<file path="src/verilog/nic_tx_pkg.sv">
package nic_tx_pkg;

	localparam int ADDR_W = 16;
	localparam int LEN_W = 16;
	localparam int DATA_W = 32;
	localparam int ID_W = 4;

	// descriptor framing, one state per command word.
	typedef enum logic [2:0] {
		CMD_HEAD,
		CMD_DW2,
		CMD_DW3,
		CMD_BUSY,
		CMD_STATUS
	} parser_state_e;

	typedef enum logic [1:0] {
		REQ_IDLE,
		REQ_ADDR,
		REQ_WAIT_NEXT
	} req_state_e;

	typedef enum logic [1:0] {
		BURST_FIXED = 2'b00,
		BURST_INCR = 2'b01,
		BURST_WRAP = 2'b10
	} axi_burst_e;

	typedef enum logic [1:0] {
		RESP_OKAY = 2'b00,
		RESP_EXOKAY = 2'b01,
		RESP_SLVERR = 2'b10,
		RESP_DECERR = 2'b11
	} axi_resp_e;

endpackage

</file>
<file path="src/verilog/tx_job_if.sv">
`timescale 1ns/1ps

interface tx_job_if;

	// address and byte count hold from start until done.
	logic [nic_tx_pkg::ADDR_W-1:0] addr;
	logic [nic_tx_pkg::LEN_W-1:0] bytes;
	logic start;
	logic done;

	modport source (
		output addr,
		output bytes,
		output start,
		input done
	);

	modport reader (
		input addr,
		input bytes,
		input start
	);

	modport sink (
		input bytes,
		input start,
		output done
	);

endinterface
</file>
<file path="src/verilog/axi_read_requester.sv">
`timescale 1ns/1ps

module axi_read_requester #(
	parameter int MAX_BURST_BEATS = 16,
	parameter int READ_ID = 0
) (
	input logic aclk,
	input logic aresetn,

	tx_job_if.reader job,

	output logic [nic_tx_pkg::ID_W-1:0] arid,
	output logic [nic_tx_pkg::ADDR_W-1:0] araddr,
	output logic [7:0] arlen,
	output logic [2:0] arsize,
	output nic_tx_pkg::axi_burst_e arburst,
	output logic arvalid,
	input logic arready
);

	localparam int BEAT_W = nic_tx_pkg::LEN_W - 1;
	localparam logic [BEAT_W-1:0] MAX_BEATS = BEAT_W'(MAX_BURST_BEATS);

	nic_tx_pkg::req_state_e state;
	logic [BEAT_W-1:0] beats_left;
	logic [nic_tx_pkg::ADDR_W-1:0] next_addr;
	logic [nic_tx_pkg::LEN_W:0] bytes_up;
	logic [BEAT_W-1:0] job_beats;
	logic [BEAT_W-1:0] burst_beats;
	logic [nic_tx_pkg::ADDR_W-1:0] burst_bytes;
	logic ar_done;

	// bytes rounded up to whole words.
	assign bytes_up = {1'b0, job.bytes} + {{(nic_tx_pkg::LEN_W - 1){1'b0}}, 2'b11};
	assign job_beats = bytes_up[nic_tx_pkg::LEN_W:2];

	assign burst_beats = (beats_left > MAX_BEATS) ? MAX_BEATS : beats_left;
	assign burst_bytes = {burst_beats[nic_tx_pkg::ADDR_W-3:0], 2'b00};
	assign ar_done = arvalid && arready;

	always_ff @(posedge aclk, negedge aresetn) begin
		if (!aresetn) begin
			state <= nic_tx_pkg::REQ_IDLE;
			beats_left <= '0;
			next_addr <= '0;
		end else begin
			case (state)
				nic_tx_pkg::REQ_IDLE: begin
					if (job.start) begin
						beats_left <= job_beats;
						next_addr <= job.addr;
						state <= nic_tx_pkg::REQ_ADDR;
					end
				end
				nic_tx_pkg::REQ_ADDR: begin
					if (ar_done) begin
						beats_left <= beats_left - burst_beats;
						next_addr <= next_addr + burst_bytes;
						if (beats_left == burst_beats)
							state <= nic_tx_pkg::REQ_IDLE;
						else
							state <= nic_tx_pkg::REQ_WAIT_NEXT;
					end
				end
				// one idle cycle, then the next burst goes out.
				nic_tx_pkg::REQ_WAIT_NEXT: begin
					state <= nic_tx_pkg::REQ_ADDR;
				end
				default: begin
					state <= nic_tx_pkg::REQ_IDLE;
				end
			endcase
		end
	end

	assign arvalid = (state == nic_tx_pkg::REQ_ADDR);
	assign arid = READ_ID[nic_tx_pkg::ID_W-1:0];
	assign araddr = next_addr;
	assign arlen = 8'(burst_beats - BEAT_W'(1));
	assign arsize = 3'd2;
	assign arburst = nic_tx_pkg::BURST_INCR;

	ar_hold_a: assert property (@(posedge aclk) disable iff (!aresetn)
		arvalid && !arready |=> arvalid && $stable(araddr) && $stable(arlen));

endmodule

</file>
<file path="src/verilog/read_stream_packer.sv">
`timescale 1ns/1ps

module read_stream_packer (
	input logic aclk,
	input logic aresetn,

	tx_job_if.sink job,

	input logic [nic_tx_pkg::DATA_W-1:0] rdata,
	input nic_tx_pkg::axi_resp_e rresp,
	input logic rlast,
	input logic rvalid,
	output logic rready,

	output logic [nic_tx_pkg::DATA_W-1:0] mac_tdata,
	output logic [3:0] mac_tkeep,
	output logic mac_tvalid,
	output logic mac_tlast,
	input logic mac_tready
);

	localparam int BEAT_W = nic_tx_pkg::LEN_W - 1;

	logic [BEAT_W-1:0] beats_left;
	logic [nic_tx_pkg::LEN_W:0] bytes_up;
	logic [3:0] tail_keep;
	logic beat_acc;
	logic last_beat;
	logic done_q;
	logic [7:0] burst_idx;
	logic [7:0] first_len;
	logic first_seen;

	assign bytes_up = {1'b0, job.bytes} + {{(nic_tx_pkg::LEN_W - 1){1'b0}}, 2'b11};
	assign beat_acc = rvalid && mac_tready;
	assign last_beat = (beats_left == BEAT_W'(1));

	always_comb begin
		case (job.bytes[1:0])
			2'd1: tail_keep = 4'b0001;
			2'd2: tail_keep = 4'b0011;
			2'd3: tail_keep = 4'b0111;
			default: tail_keep = 4'b1111;
		endcase
	end

	// straight through, the MAC paces the R channel.
	assign mac_tvalid = rvalid;
	assign rready = mac_tready;
	assign mac_tdata = rdata;
	assign mac_tlast = last_beat;
	assign mac_tkeep = last_beat ? tail_keep : 4'b1111;
	assign job.done = done_q;

	always_ff @(posedge aclk, negedge aresetn) begin
		if (!aresetn) begin
			beats_left <= '0;
			done_q <= 1'b0;
		end else begin
			done_q <= beat_acc && last_beat;
			if (job.start)
				beats_left <= bytes_up[nic_tx_pkg::LEN_W:2];
			else if (beat_acc && beats_left != '0)
				beats_left <= beats_left - BEAT_W'(1);
		end
	end

	// first burst length of the frame is the reference.
	always_ff @(posedge aclk, negedge aresetn) begin
		if (!aresetn) begin
			burst_idx <= '0;
			first_len <= '0;
			first_seen <= 1'b0;
		end else if (job.start) begin
			burst_idx <= '0;
			first_seen <= 1'b0;
		end else if (beat_acc) begin
			if (rlast) begin
				burst_idx <= '0;
				if (!first_seen) begin
					first_seen <= 1'b1;
					first_len <= burst_idx;
				end
			end else begin
				burst_idx <= burst_idx + 8'd1;
			end
		end
	end

	rresp_a: assert property (@(posedge aclk) disable iff (!aresetn)
		beat_acc |-> rresp == nic_tx_pkg::RESP_OKAY);

	rlast_a: assert property (@(posedge aclk) disable iff (!aresetn)
		beat_acc && rlast && !last_beat |-> !first_seen || burst_idx == first_len);

endmodule

</file>
<file path="src/verilog/tx_cmd_parser.sv">
`timescale 1ns/1ps

module tx_cmd_parser (
	input logic aclk,
	input logic aresetn,

	input logic [nic_tx_pkg::DATA_W-1:0] cmd_tdata,
	input logic cmd_tvalid,
	input logic cmd_tlast,
	output logic cmd_tready,

	output logic [nic_tx_pkg::DATA_W-1:0] stat_tdata,
	output logic stat_tvalid,
	output logic stat_tlast,
	input logic stat_tready,

	tx_job_if.source job
);

	nic_tx_pkg::parser_state_e state;
	logic [nic_tx_pkg::LEN_W-1:0] length;
	logic [nic_tx_pkg::ADDR_W-1:0] local_addr;
	logic cmd_beat;
	logic cmd_end;
	logic start_q;

	assign cmd_tready = (state == nic_tx_pkg::CMD_HEAD) ||
		(state == nic_tx_pkg::CMD_DW2) ||
		(state == nic_tx_pkg::CMD_DW3);
	assign cmd_beat = cmd_tvalid && cmd_tready;
	assign cmd_end = cmd_beat && cmd_tlast;

	always_ff @(posedge aclk, negedge aresetn) begin
		if (!aresetn) begin
			state <= nic_tx_pkg::CMD_HEAD;
		end else begin
			case (state)
				nic_tx_pkg::CMD_HEAD: begin
					if (cmd_end)
						state <= nic_tx_pkg::CMD_BUSY;
					else if (cmd_beat)
						state <= nic_tx_pkg::CMD_DW2;
				end
				nic_tx_pkg::CMD_DW2: begin
					if (cmd_end)
						state <= nic_tx_pkg::CMD_BUSY;
					else if (cmd_beat)
						state <= nic_tx_pkg::CMD_DW3;
				end
				// words past the third are swallowed until tlast.
				nic_tx_pkg::CMD_DW3: begin
					if (cmd_end)
						state <= nic_tx_pkg::CMD_BUSY;
				end
				nic_tx_pkg::CMD_BUSY: begin
					if (job.done)
						state <= nic_tx_pkg::CMD_STATUS;
				end
				nic_tx_pkg::CMD_STATUS: begin
					if (stat_tready)
						state <= nic_tx_pkg::CMD_HEAD;
				end
				default: begin
					state <= nic_tx_pkg::CMD_HEAD;
				end
			endcase
		end
	end

	always_ff @(posedge aclk, negedge aresetn) begin
		if (!aresetn)
			start_q <= 1'b0;
		else
			start_q <= cmd_end;
	end

	// first word is {length, address}.
	always_ff @(posedge aclk) begin
		if (cmd_beat && state == nic_tx_pkg::CMD_HEAD) begin
			length <= cmd_tdata[nic_tx_pkg::DATA_W-1 -: nic_tx_pkg::LEN_W];
			local_addr <= cmd_tdata[nic_tx_pkg::ADDR_W-1:0];
		end
	end

	assign job.addr = {local_addr[nic_tx_pkg::ADDR_W-1:2], 2'b00};
	assign job.bytes = length;
	assign job.start = start_q;

	assign stat_tdata = {length, local_addr};
	assign stat_tvalid = (state == nic_tx_pkg::CMD_STATUS);
	assign stat_tlast = 1'b1;

	zero_len_a: assert property (@(posedge aclk) disable iff (!aresetn)
		job.start |-> job.bytes != '0);

endmodule

</file>
<file path="src/verilog/tx_frame.sv">
`timescale 1ns/1ps

module tx_frame #(
	parameter int MAX_BURST_BEATS = 16,
	parameter int READ_ID = 0
) (
	input logic aclk,
	input logic aresetn,

	// word 1 is {length, address}, words 2 and 3 are ignored.
	input logic [nic_tx_pkg::DATA_W-1:0] cmd_s_tdata,
	input logic cmd_s_tvalid,
	input logic cmd_s_tlast,
	output logic cmd_s_tready,

	output logic [nic_tx_pkg::DATA_W-1:0] stat_m_tdata,
	output logic stat_m_tvalid,
	output logic stat_m_tlast,
	input logic stat_m_tready,

	output logic [nic_tx_pkg::ID_W-1:0] dram_m_arid,
	output logic [nic_tx_pkg::ADDR_W-1:0] dram_m_araddr,
	output logic [7:0] dram_m_arlen,
	output logic [2:0] dram_m_arsize,
	output logic [1:0] dram_m_arburst,
	output logic dram_m_arvalid,
	input logic dram_m_arready,

	input logic [nic_tx_pkg::ID_W-1:0] dram_m_rid,
	input logic [nic_tx_pkg::DATA_W-1:0] dram_m_rdata,
	input logic [1:0] dram_m_rresp,
	input logic dram_m_rlast,
	input logic dram_m_rvalid,
	output logic dram_m_rready,

	output logic [nic_tx_pkg::DATA_W-1:0] mac_m_tdata,
	output logic [3:0] mac_m_tkeep,
	output logic mac_m_tvalid,
	output logic mac_m_tlast,
	input logic mac_m_tready
);

	nic_tx_pkg::axi_burst_e ar_burst;
	nic_tx_pkg::axi_resp_e r_resp;

	assign dram_m_arburst = ar_burst;
	assign r_resp = nic_tx_pkg::axi_resp_e'(dram_m_rresp);

	tx_job_if job ();

	tx_cmd_parser parser_i (
		.aclk(aclk),
		.aresetn(aresetn),
		.cmd_tdata(cmd_s_tdata),
		.cmd_tvalid(cmd_s_tvalid),
		.cmd_tlast(cmd_s_tlast),
		.cmd_tready(cmd_s_tready),
		.stat_tdata(stat_m_tdata),
		.stat_tvalid(stat_m_tvalid),
		.stat_tlast(stat_m_tlast),
		.stat_tready(stat_m_tready),
		.job(job.source)
	);

	axi_read_requester #(
		.MAX_BURST_BEATS(MAX_BURST_BEATS),
		.READ_ID(READ_ID)
	) requester_i (
		.aclk(aclk),
		.aresetn(aresetn),
		.job(job.reader),
		.arid(dram_m_arid),
		.araddr(dram_m_araddr),
		.arlen(dram_m_arlen),
		.arsize(dram_m_arsize),
		.arburst(ar_burst),
		.arvalid(dram_m_arvalid),
		.arready(dram_m_arready)
	);

	read_stream_packer packer_i (
		.aclk(aclk),
		.aresetn(aresetn),
		.job(job.sink),
		.rdata(dram_m_rdata),
		.rresp(r_resp),
		.rlast(dram_m_rlast),
		.rvalid(dram_m_rvalid),
		.rready(dram_m_rready),
		.mac_tdata(mac_m_tdata),
		.mac_tkeep(mac_m_tkeep),
		.mac_tvalid(mac_m_tvalid),
		.mac_tlast(mac_m_tlast),
		.mac_tready(mac_m_tready)
	);

	// only our own read ID may come back.
	rid_a: assert property (@(posedge aclk) disable iff (!aresetn)
		dram_m_rvalid |-> dram_m_rid == READ_ID[nic_tx_pkg::ID_W-1:0]);

endmodule

</file>
<file path="config.mk">
export PLATFORM = sky130hd
export DESIGN_NAME = tx_frame
export DESIGN_NICKNAME = d
export VERILOG_FILES = /design/src/verilog/nic_tx_pkg.sv /design/src/verilog/tx_job_if.sv /design/src/verilog/axi_read_requester.sv /design/src/verilog/read_stream_packer.sv /design/src/verilog/tx_cmd_parser.sv /design/src/verilog/tx_frame.sv
export SDC_FILE = /design/constraint.sdc
export NUM_CORES = 1
export LEC_CHECK = 0
export ABC_CLOCK_PERIOD_IN_PS = 12800
export BUFFER_PORTS_ARGS = -buffer_cell sky130_fd_sc_hd__buf_4
export CAP_MARGIN = 15
export CORE_UTILIZATION = 35
export CTS_CLUSTER_SIZE = 40
export DETAILED_ROUTE_END_ITERATION = 10
export GPL_ROUTABILITY_DRIVEN = 1
export HOLD_SLACK_MARGIN = 0.15
export PLACE_DENSITY = 0.57
export RECOVER_POWER = 25
export SLEW_MARGIN = 20
export SYNTH_ARGS = -nofsm -noshare
export SYNTH_HDL_FRONTEND = slang
export SYNTH_SLANG_ARGS = --single-unit
</file>
<file path="constraint.sdc">
create_clock -name aclk -period 12.8 [get_ports aclk]
set_input_delay 2.56 -clock aclk [delete_from_list [all_inputs] [get_ports aclk]]
set_output_delay 2.56 -clock aclk [all_outputs]
set_load 0.01 [all_outputs]
</file>
Word level (Yosys, flattened, before mapping). Index checks and enable logic that the tools add are counted.

Register bits: 85. Latch bits: 0. Bits in writable memories: 0. Bits in read-only memories: 0. Output and inout bits: 108. Logic and storage cells: 73. Memories kept: 0.

Add/subtract/negate cells: 5. $mul: 0. Div/mod/pow operators: 0. Magnitude comparators: 1. Eq/ne operators: 18. Shift operators: 0. Mux-type cells: 23. Bitwise logic cells: 0. Reductions and logical operators: 17.

Operators with widths (count): 2-to-1 mux 15 bit (5); 2-to-1 mux 16 bit (2); case mux 16 bit (2 select lines) (1); case mux 15 bit (2 select lines) (1); 2-to-1 mux 3 bit (7); adder 16 x 2 -> 17 bit, second input constant (1); adder 16 bit (1); == test 15 x 1 -> 1 bit, second input constant (1); == test 15 bit (1); > comparator 15 x 5 -> 1 bit, second input constant (1); case mux 3 bit (5 select lines) (1); nonzero test 15 bit (1); subtractor 15 x 1 -> 15 bit, second input constant (1); subtractor 15 bit (1); case mux 4 bit (3 select lines) (1); subtractor 8 x 1 -> 8 bit, second input constant (1); logical AND 1 bit (7); == test 2 bit, second input constant (3); == test 3 x 2 -> 1 bit, second input constant (2); 2-to-1 mux 2 bit (3); inequality test 2 x 1 -> 1 bit, second input constant (3); inequality test 3 x 1 -> 1 bit, second input constant (2); case mux 2 bit (3 select lines) (1); AND reduction 5 bit (1); 11 further kinds (15).

Logic depth before layout (Yosys ltp).
Depth after elaboration: 7. Depth in mapped cells: 12.

Hierarchy. Synthesis repeated with hierarchy kept, for this count alone.

Cell total of the unflattened synthesis: 611. Area total of the unflattened synthesis: 5677.9 um^2.

By module, submodules not included: axi_read_requester (times used 1, cells an instance 333, area an instance 2663.8 um^2); read_stream_packer (times used 1, cells an instance 189, area an instance 1552.7 um^2); tx_cmd_parser (times used 1, cells an instance 89, area an instance 1461.4 um^2).

Worst setup path before layout. OpenSTA, ideal clock, no wires.

Kind: input port to flip-flop. Start: input cmd_s_tvalid. End: register parser_i.length, in the netlist parser_i.job.bytes[0], enable pin. Arrival: 5.871 ns. Required time: 12.287 ns. Setup slack: 6.416 ns. Stages on the path: 1. Path buffers: 0. Cell sequence: nor4b_1.

Word-level cells in the longest chain between the ends: 2.

Ends and longest elaborated chain: from (decl) (RTL line tx_frame.sv:12) `input logic cmd_s_tvalid,`; logical AND 1 bit (RTL line tx_cmd_parser.sv:30) `assign cmd_beat = cmd_tvalid && cmd_tready;`; logical AND 1 bit (RTL line tx_cmd_parser.sv:79) `if (cmd_beat && state == nic_tx_pkg::CMD_HEAD) begin`; to (signal assigned) (RTL line tx_cmd_parser.sv:80) `length <= cmd_tdata[nic_tx_pkg::DATA_W-1 -: nic_tx_pkg::LEN_W];`; to (decl) (RTL line tx_cmd_parser.sv:21) `logic [nic_tx_pkg::LEN_W-1:0] length;`.

No other way between the ends. A chain may end at the register's enable or synchronous reset.

Worst setup path after layout.
Start: register requester_i.beats_left[10]. End: output dram_m_arlen[4].

Word-level cells in the longest chain between the ends: 3.

Ends and longest elaborated chain: from (decl) (RTL line axi_read_requester.sv:25) `logic [BEAT_W-1:0] beats_left;`; from (signal assigned) (RTL line axi_read_requester.sv:50) `beats_left <= job_beats;`; from (signal assigned) (RTL line axi_read_requester.sv:57) `beats_left <= beats_left - burst_beats;`; > comparator 15 x 5 -> 1 bit (RTL line axi_read_requester.sv:37) `assign burst_beats = (beats_left > MAX_BEATS) ? MAX_BEATS : beats_left;`; 2-to-1 mux 15 bit (RTL line axi_read_requester.sv:37); subtractor 8 x 1 -> 8 bit (RTL line axi_read_requester.sv:79) `assign arlen = 8'(burst_beats - BEAT_W'(1));`; to (decl) (RTL line tx_frame.sv:23) `output logic [7:0] dram_m_arlen,`.

No other way between the ends.

==> impl_metrics.env <==
export IMPL_yosysTopAreaCell="dfrtp_1"
export IMPL_grt_pass1_wl_mm=19.5
export IMPL_die_w_um=121
export IMPL_cts_tree="yes"
export IMPL_synth_most_common_cell="nand2_1"
export IMPL_die_area_um2=14700
export IMPL_hp_class="reg2reg"
export IMPL_setup_viol=0
export IMPL_yosysUniqueCellTypes=61
export IMPL_grt_pass1_vias=3812
export IMPL_worst_pin_slew_ns=2.94
export IMPL_gr_total_overflow=0
export IMPL_powerDensity_nw_per_um2=190
export IMPL_cp_depth=9
export IMPL_critical_path_top_delay_family="simple AND/OR/NAND/NOR gates"
export IMPL_synth_common_cells="nand2_1 (52), dfrtp_1 (51), buf_4 (47), nor2_1 (47), a21oi_1 (35)"
export IMPL_start_kind="flip-flop"
export IMPL_cp_slowest_cell="or4_2"
export IMPL_cts_buffer_depth=2
export IMPL_max_stage_delay_ns=0.75
export IMPL_avgSynthCellArea_um2=9.53
export IMPL_grtUsageTotal_pct=17.2
export IMPL_cts_resized=0
export IMPL_netlist_instances=523
export IMPL_fmax_ghz=0.172
export IMPL_drt_iter0_drc=168
export IMPL_status="finished with violations"
export IMPL_multi_input_area_um2=2360
export IMPL_cp_end_kind="output port"
export IMPL_ys_ff_latch=83
export IMPL_post_cts_buffers=0
export IMPL_portBuffers=102
export IMPL_synth_top_area_share_pct=25.6
export IMPL_dr_total_vias=4013
export IMPL_netlist_area_um2=4980
export IMPL_dp_hpwl_mm=9.10
export IMPL_synth_xor_area_share_pct=5.45
export IMPL_drcViolationCount=0
export IMPL_crit_required_ns=10.24
export IMPL_antenna_cells=0
export IMPL_crit_end="dram_m_arlen[4]"
export IMPL_synthArstFlopShare_pct=61.4
export IMPL_slew_viol_final=52
export IMPL_crit_arrival_ns=3.24
export IMPL_ys_seq_area_share_pct=44.9
export IMPL_synth_simple_area_share_pct=16.9
export IMPL_gp_congestion=0.810
export IMPL_synth_top_family_by_area="simple AND/OR/NAND/NOR gates"
export IMPL_synthAdderAreaFrac_pct=5.17
export IMPL_hold_viol_final=0
export IMPL_r2r_end="requester_i.araddr[11]"
export IMPL_path_cells="or4_2 > nor4_1 > a21boi_2 > and2_1 > inv_1 > ha_1 > and3_1 > o21bai_1 > buf_4"
export IMPL_r2r_slack_ns=8.84
export IMPL_worstSkewPairLatency_ns=0.33
export IMPL_setup_tns_final_ns=0
export IMPL_synth_compound_area_share_pct=16.4
export IMPL_cts_sinks=83
export IMPL_final_nets=693
export IMPL_slew_headroom_pct=-95.9
export IMPL_r2r_start="requester_i.beats_left[10]"
export IMPL_synth_area_mux_share_pct=1.46
export IMPL_critPathKind="reg2out"
export IMPL_regArea_um2=2240
export IMPL_yosysWarningCount=0
export IMPL_failed_checks="capacitance limit, slew limit"
export IMPL_ios=187
export IMPL_critPathMaxFanout=7
export IMPL_area_delta_synth_final_pct=20.0
export IMPL_finalWirelength_mm=12.2
export IMPL_start_util_pct=35.9
export IMPL_ant_nets=0
export IMPL_r2r_cells=12
export IMPL_maxCapViolCount=1
export IMPL_fillers=1368
export IMPL_rsz0062_at_grt="no"
export IMPL_cts_buffers=9
export IMPL_wl_per_cell_um=15.7
export IMPL_grt_max_degree=52
export IMPL_peakVddDrop_mv=0.0870
export IMPL_drive_gt1_share_pct=21.5
export IMPL_clk_pin_slew_ns=0.06
export IMPL_die_h_um=121
export IMPL_leakage_nw=2.52
export IMPL_core_area_um2=13900
export IMPL_final_min_clock_period_ns=5.80
export IMPL_first_pass_iters=5
export IMPL_clockRootBuffer="clkbuf_16"
export IMPL_crit_buf_inv=2
export IMPL_cp_startpoint="requester_i.beats_left[10]"
export IMPL_postCtsHoldBufs=0
export IMPL_synth_top_cells_by_area="dfrtp_1 (26%), edfxtp_1 (19%), buf_4 (7.1%), ha_1 (4.8%), nand2_1 (3.9%)"
export IMPL_num_rows=43
export IMPL_clock_skew_final_ns=0.00630
export IMPL_post_drt_via_cell_ratio=5.15
export IMPL_min_from="requester_i.state[0]"
export IMPL_whs_ns=0.492
export IMPL_synth_edff_count=32
export IMPL_h_tree_depth=3
export IMPL_synth_flop_cell="dfrtp_1"
export IMPL_antenna_found_initial=0
export IMPL_finalCritPeriodShare_pct=45.3
==> layer usage <==
layer / part of all wire (%) / vias to the layer above / track usage [%]
met3: 4.5 / 26 / 2.68
met4: 2.0 / 0 / 6.71
li1: - / 1969 / -
met5: 0 / - / 0
met1: 45 / 1907 / 23.5
met2: 48 / 111 / 27.2
==> final cells by class <==
type / instances / share of cell area (%)
repair buffers: 106 / 13.1
well taps: 180 / 3.77
clock buffers: 11 / 3.89
multi-input cells: 382 / 39.4
inverters: 12 / 0.753
flip-flops and latches: 83 / 37.4
clock inverters: 5 / 1.69
==> placed cells by master (no fill, tap or decap), drive strengths merged, types with 5 or more instances in the layout <==
| master | netlist | final |
|---|---|---|
| a21o | 7 | 7 |
| a21oi | 35 | 35 |
| and3 | 6 | 6 |
| nand4 | 6 | 6 |
| o22ai | 7 | 7 |
| buf | 50 | 69 |
| nand2b | 5 | 5 |
| xnor2 | 18 | 18 |
| dfrtp | 51 | 51 |
| nor3 | 17 | 17 |
| conb | 2 | 21 |
| xor2 | 13 | 13 |
| inv | 12 | 12 |
| nor2 | 47 | 47 |
| a211o | 5 | 5 |
| or3 | 6 | 6 |
| edfxtp | 32 | 32 |
| nor4 | 6 | 6 |
| ha | 19 | 19 |
| or4 | 7 | 7 |
| mux2i | 5 | 5 |
| nand3 | 12 | 12 |
| a31oi | 6 | 6 |
| nand2 | 52 | 52 |
| clkbuf | 15 | 48 |
| o21ai | 33 | 33 |
==> registers in the layout (all words and copies together) (netlist names) <==
register                flops
parser_i.state              3
requester_i.araddr         14
packer_i.job.done           1
parser_i.local_addr        16
requester_i.state           2
parser_i.job.bytes         16
packer_i.beats_left        15
requester_i.beats_left     15
parser_i.job.start          1
==> stage by stage <==
step / cells / power (W) / setup WS (ns) / utilization (%) / cell area [um2]
floorplan: 542 / 0.000721 / 6.42 / - / 5050
global route: 779 / 0.00121 / 6.74 / 43.1 / 5980
CTS: 779 / 0.00114 / 6.98 / 43.1 / 5990
finish: 779 / 0.00113 / 7.00 / 43.1 / 5980
detailed placement: 763 / 0.000840 / 7.35 / 40.7 / 5650
global placement: 763 / 0.000826 / 7.35 / 40.7 / 5650
==> cells by family after synthesis <==
| group | Yosys count |
|---|---|
| buffers and inverters | 77 |
| multiplexers | 7 |
| adder cells (fa/ha/maj) | 20 |
| other | 2 |
| AO/OA/AOI/OAI | 128 |
| flip-flops | 83 |
| XOR/XNOR | 31 |
| AND/OR/NAND/NOR | 175 |
==> power by group <==
group / total [W] / switching (W) / internal [W]
logic: 0.000411 / 0.000228 / 0.000183
registers: 0.000428 / 0.0000808 / 0.000347
clock network: 0.000295 / 0.000104 / 0.000190
==> worst min path at each step <==
stage          cells past startpoint  slack (ns)                    to
2_1_floorplan                      1        0.46  requester_i.state[0]
3_3_place_gp                       1        0.48  requester_i.state[0]
3_5_place_dp                       1        0.49  requester_i.state[0]
4_1_cts                            1        0.50  requester_i.state[0]
5_1_grt                            1        0.53  requester_i.state[0]
6_report                           1        0.49  requester_i.state[0]
No activity file was read; power rests on OpenSTA's default activity.
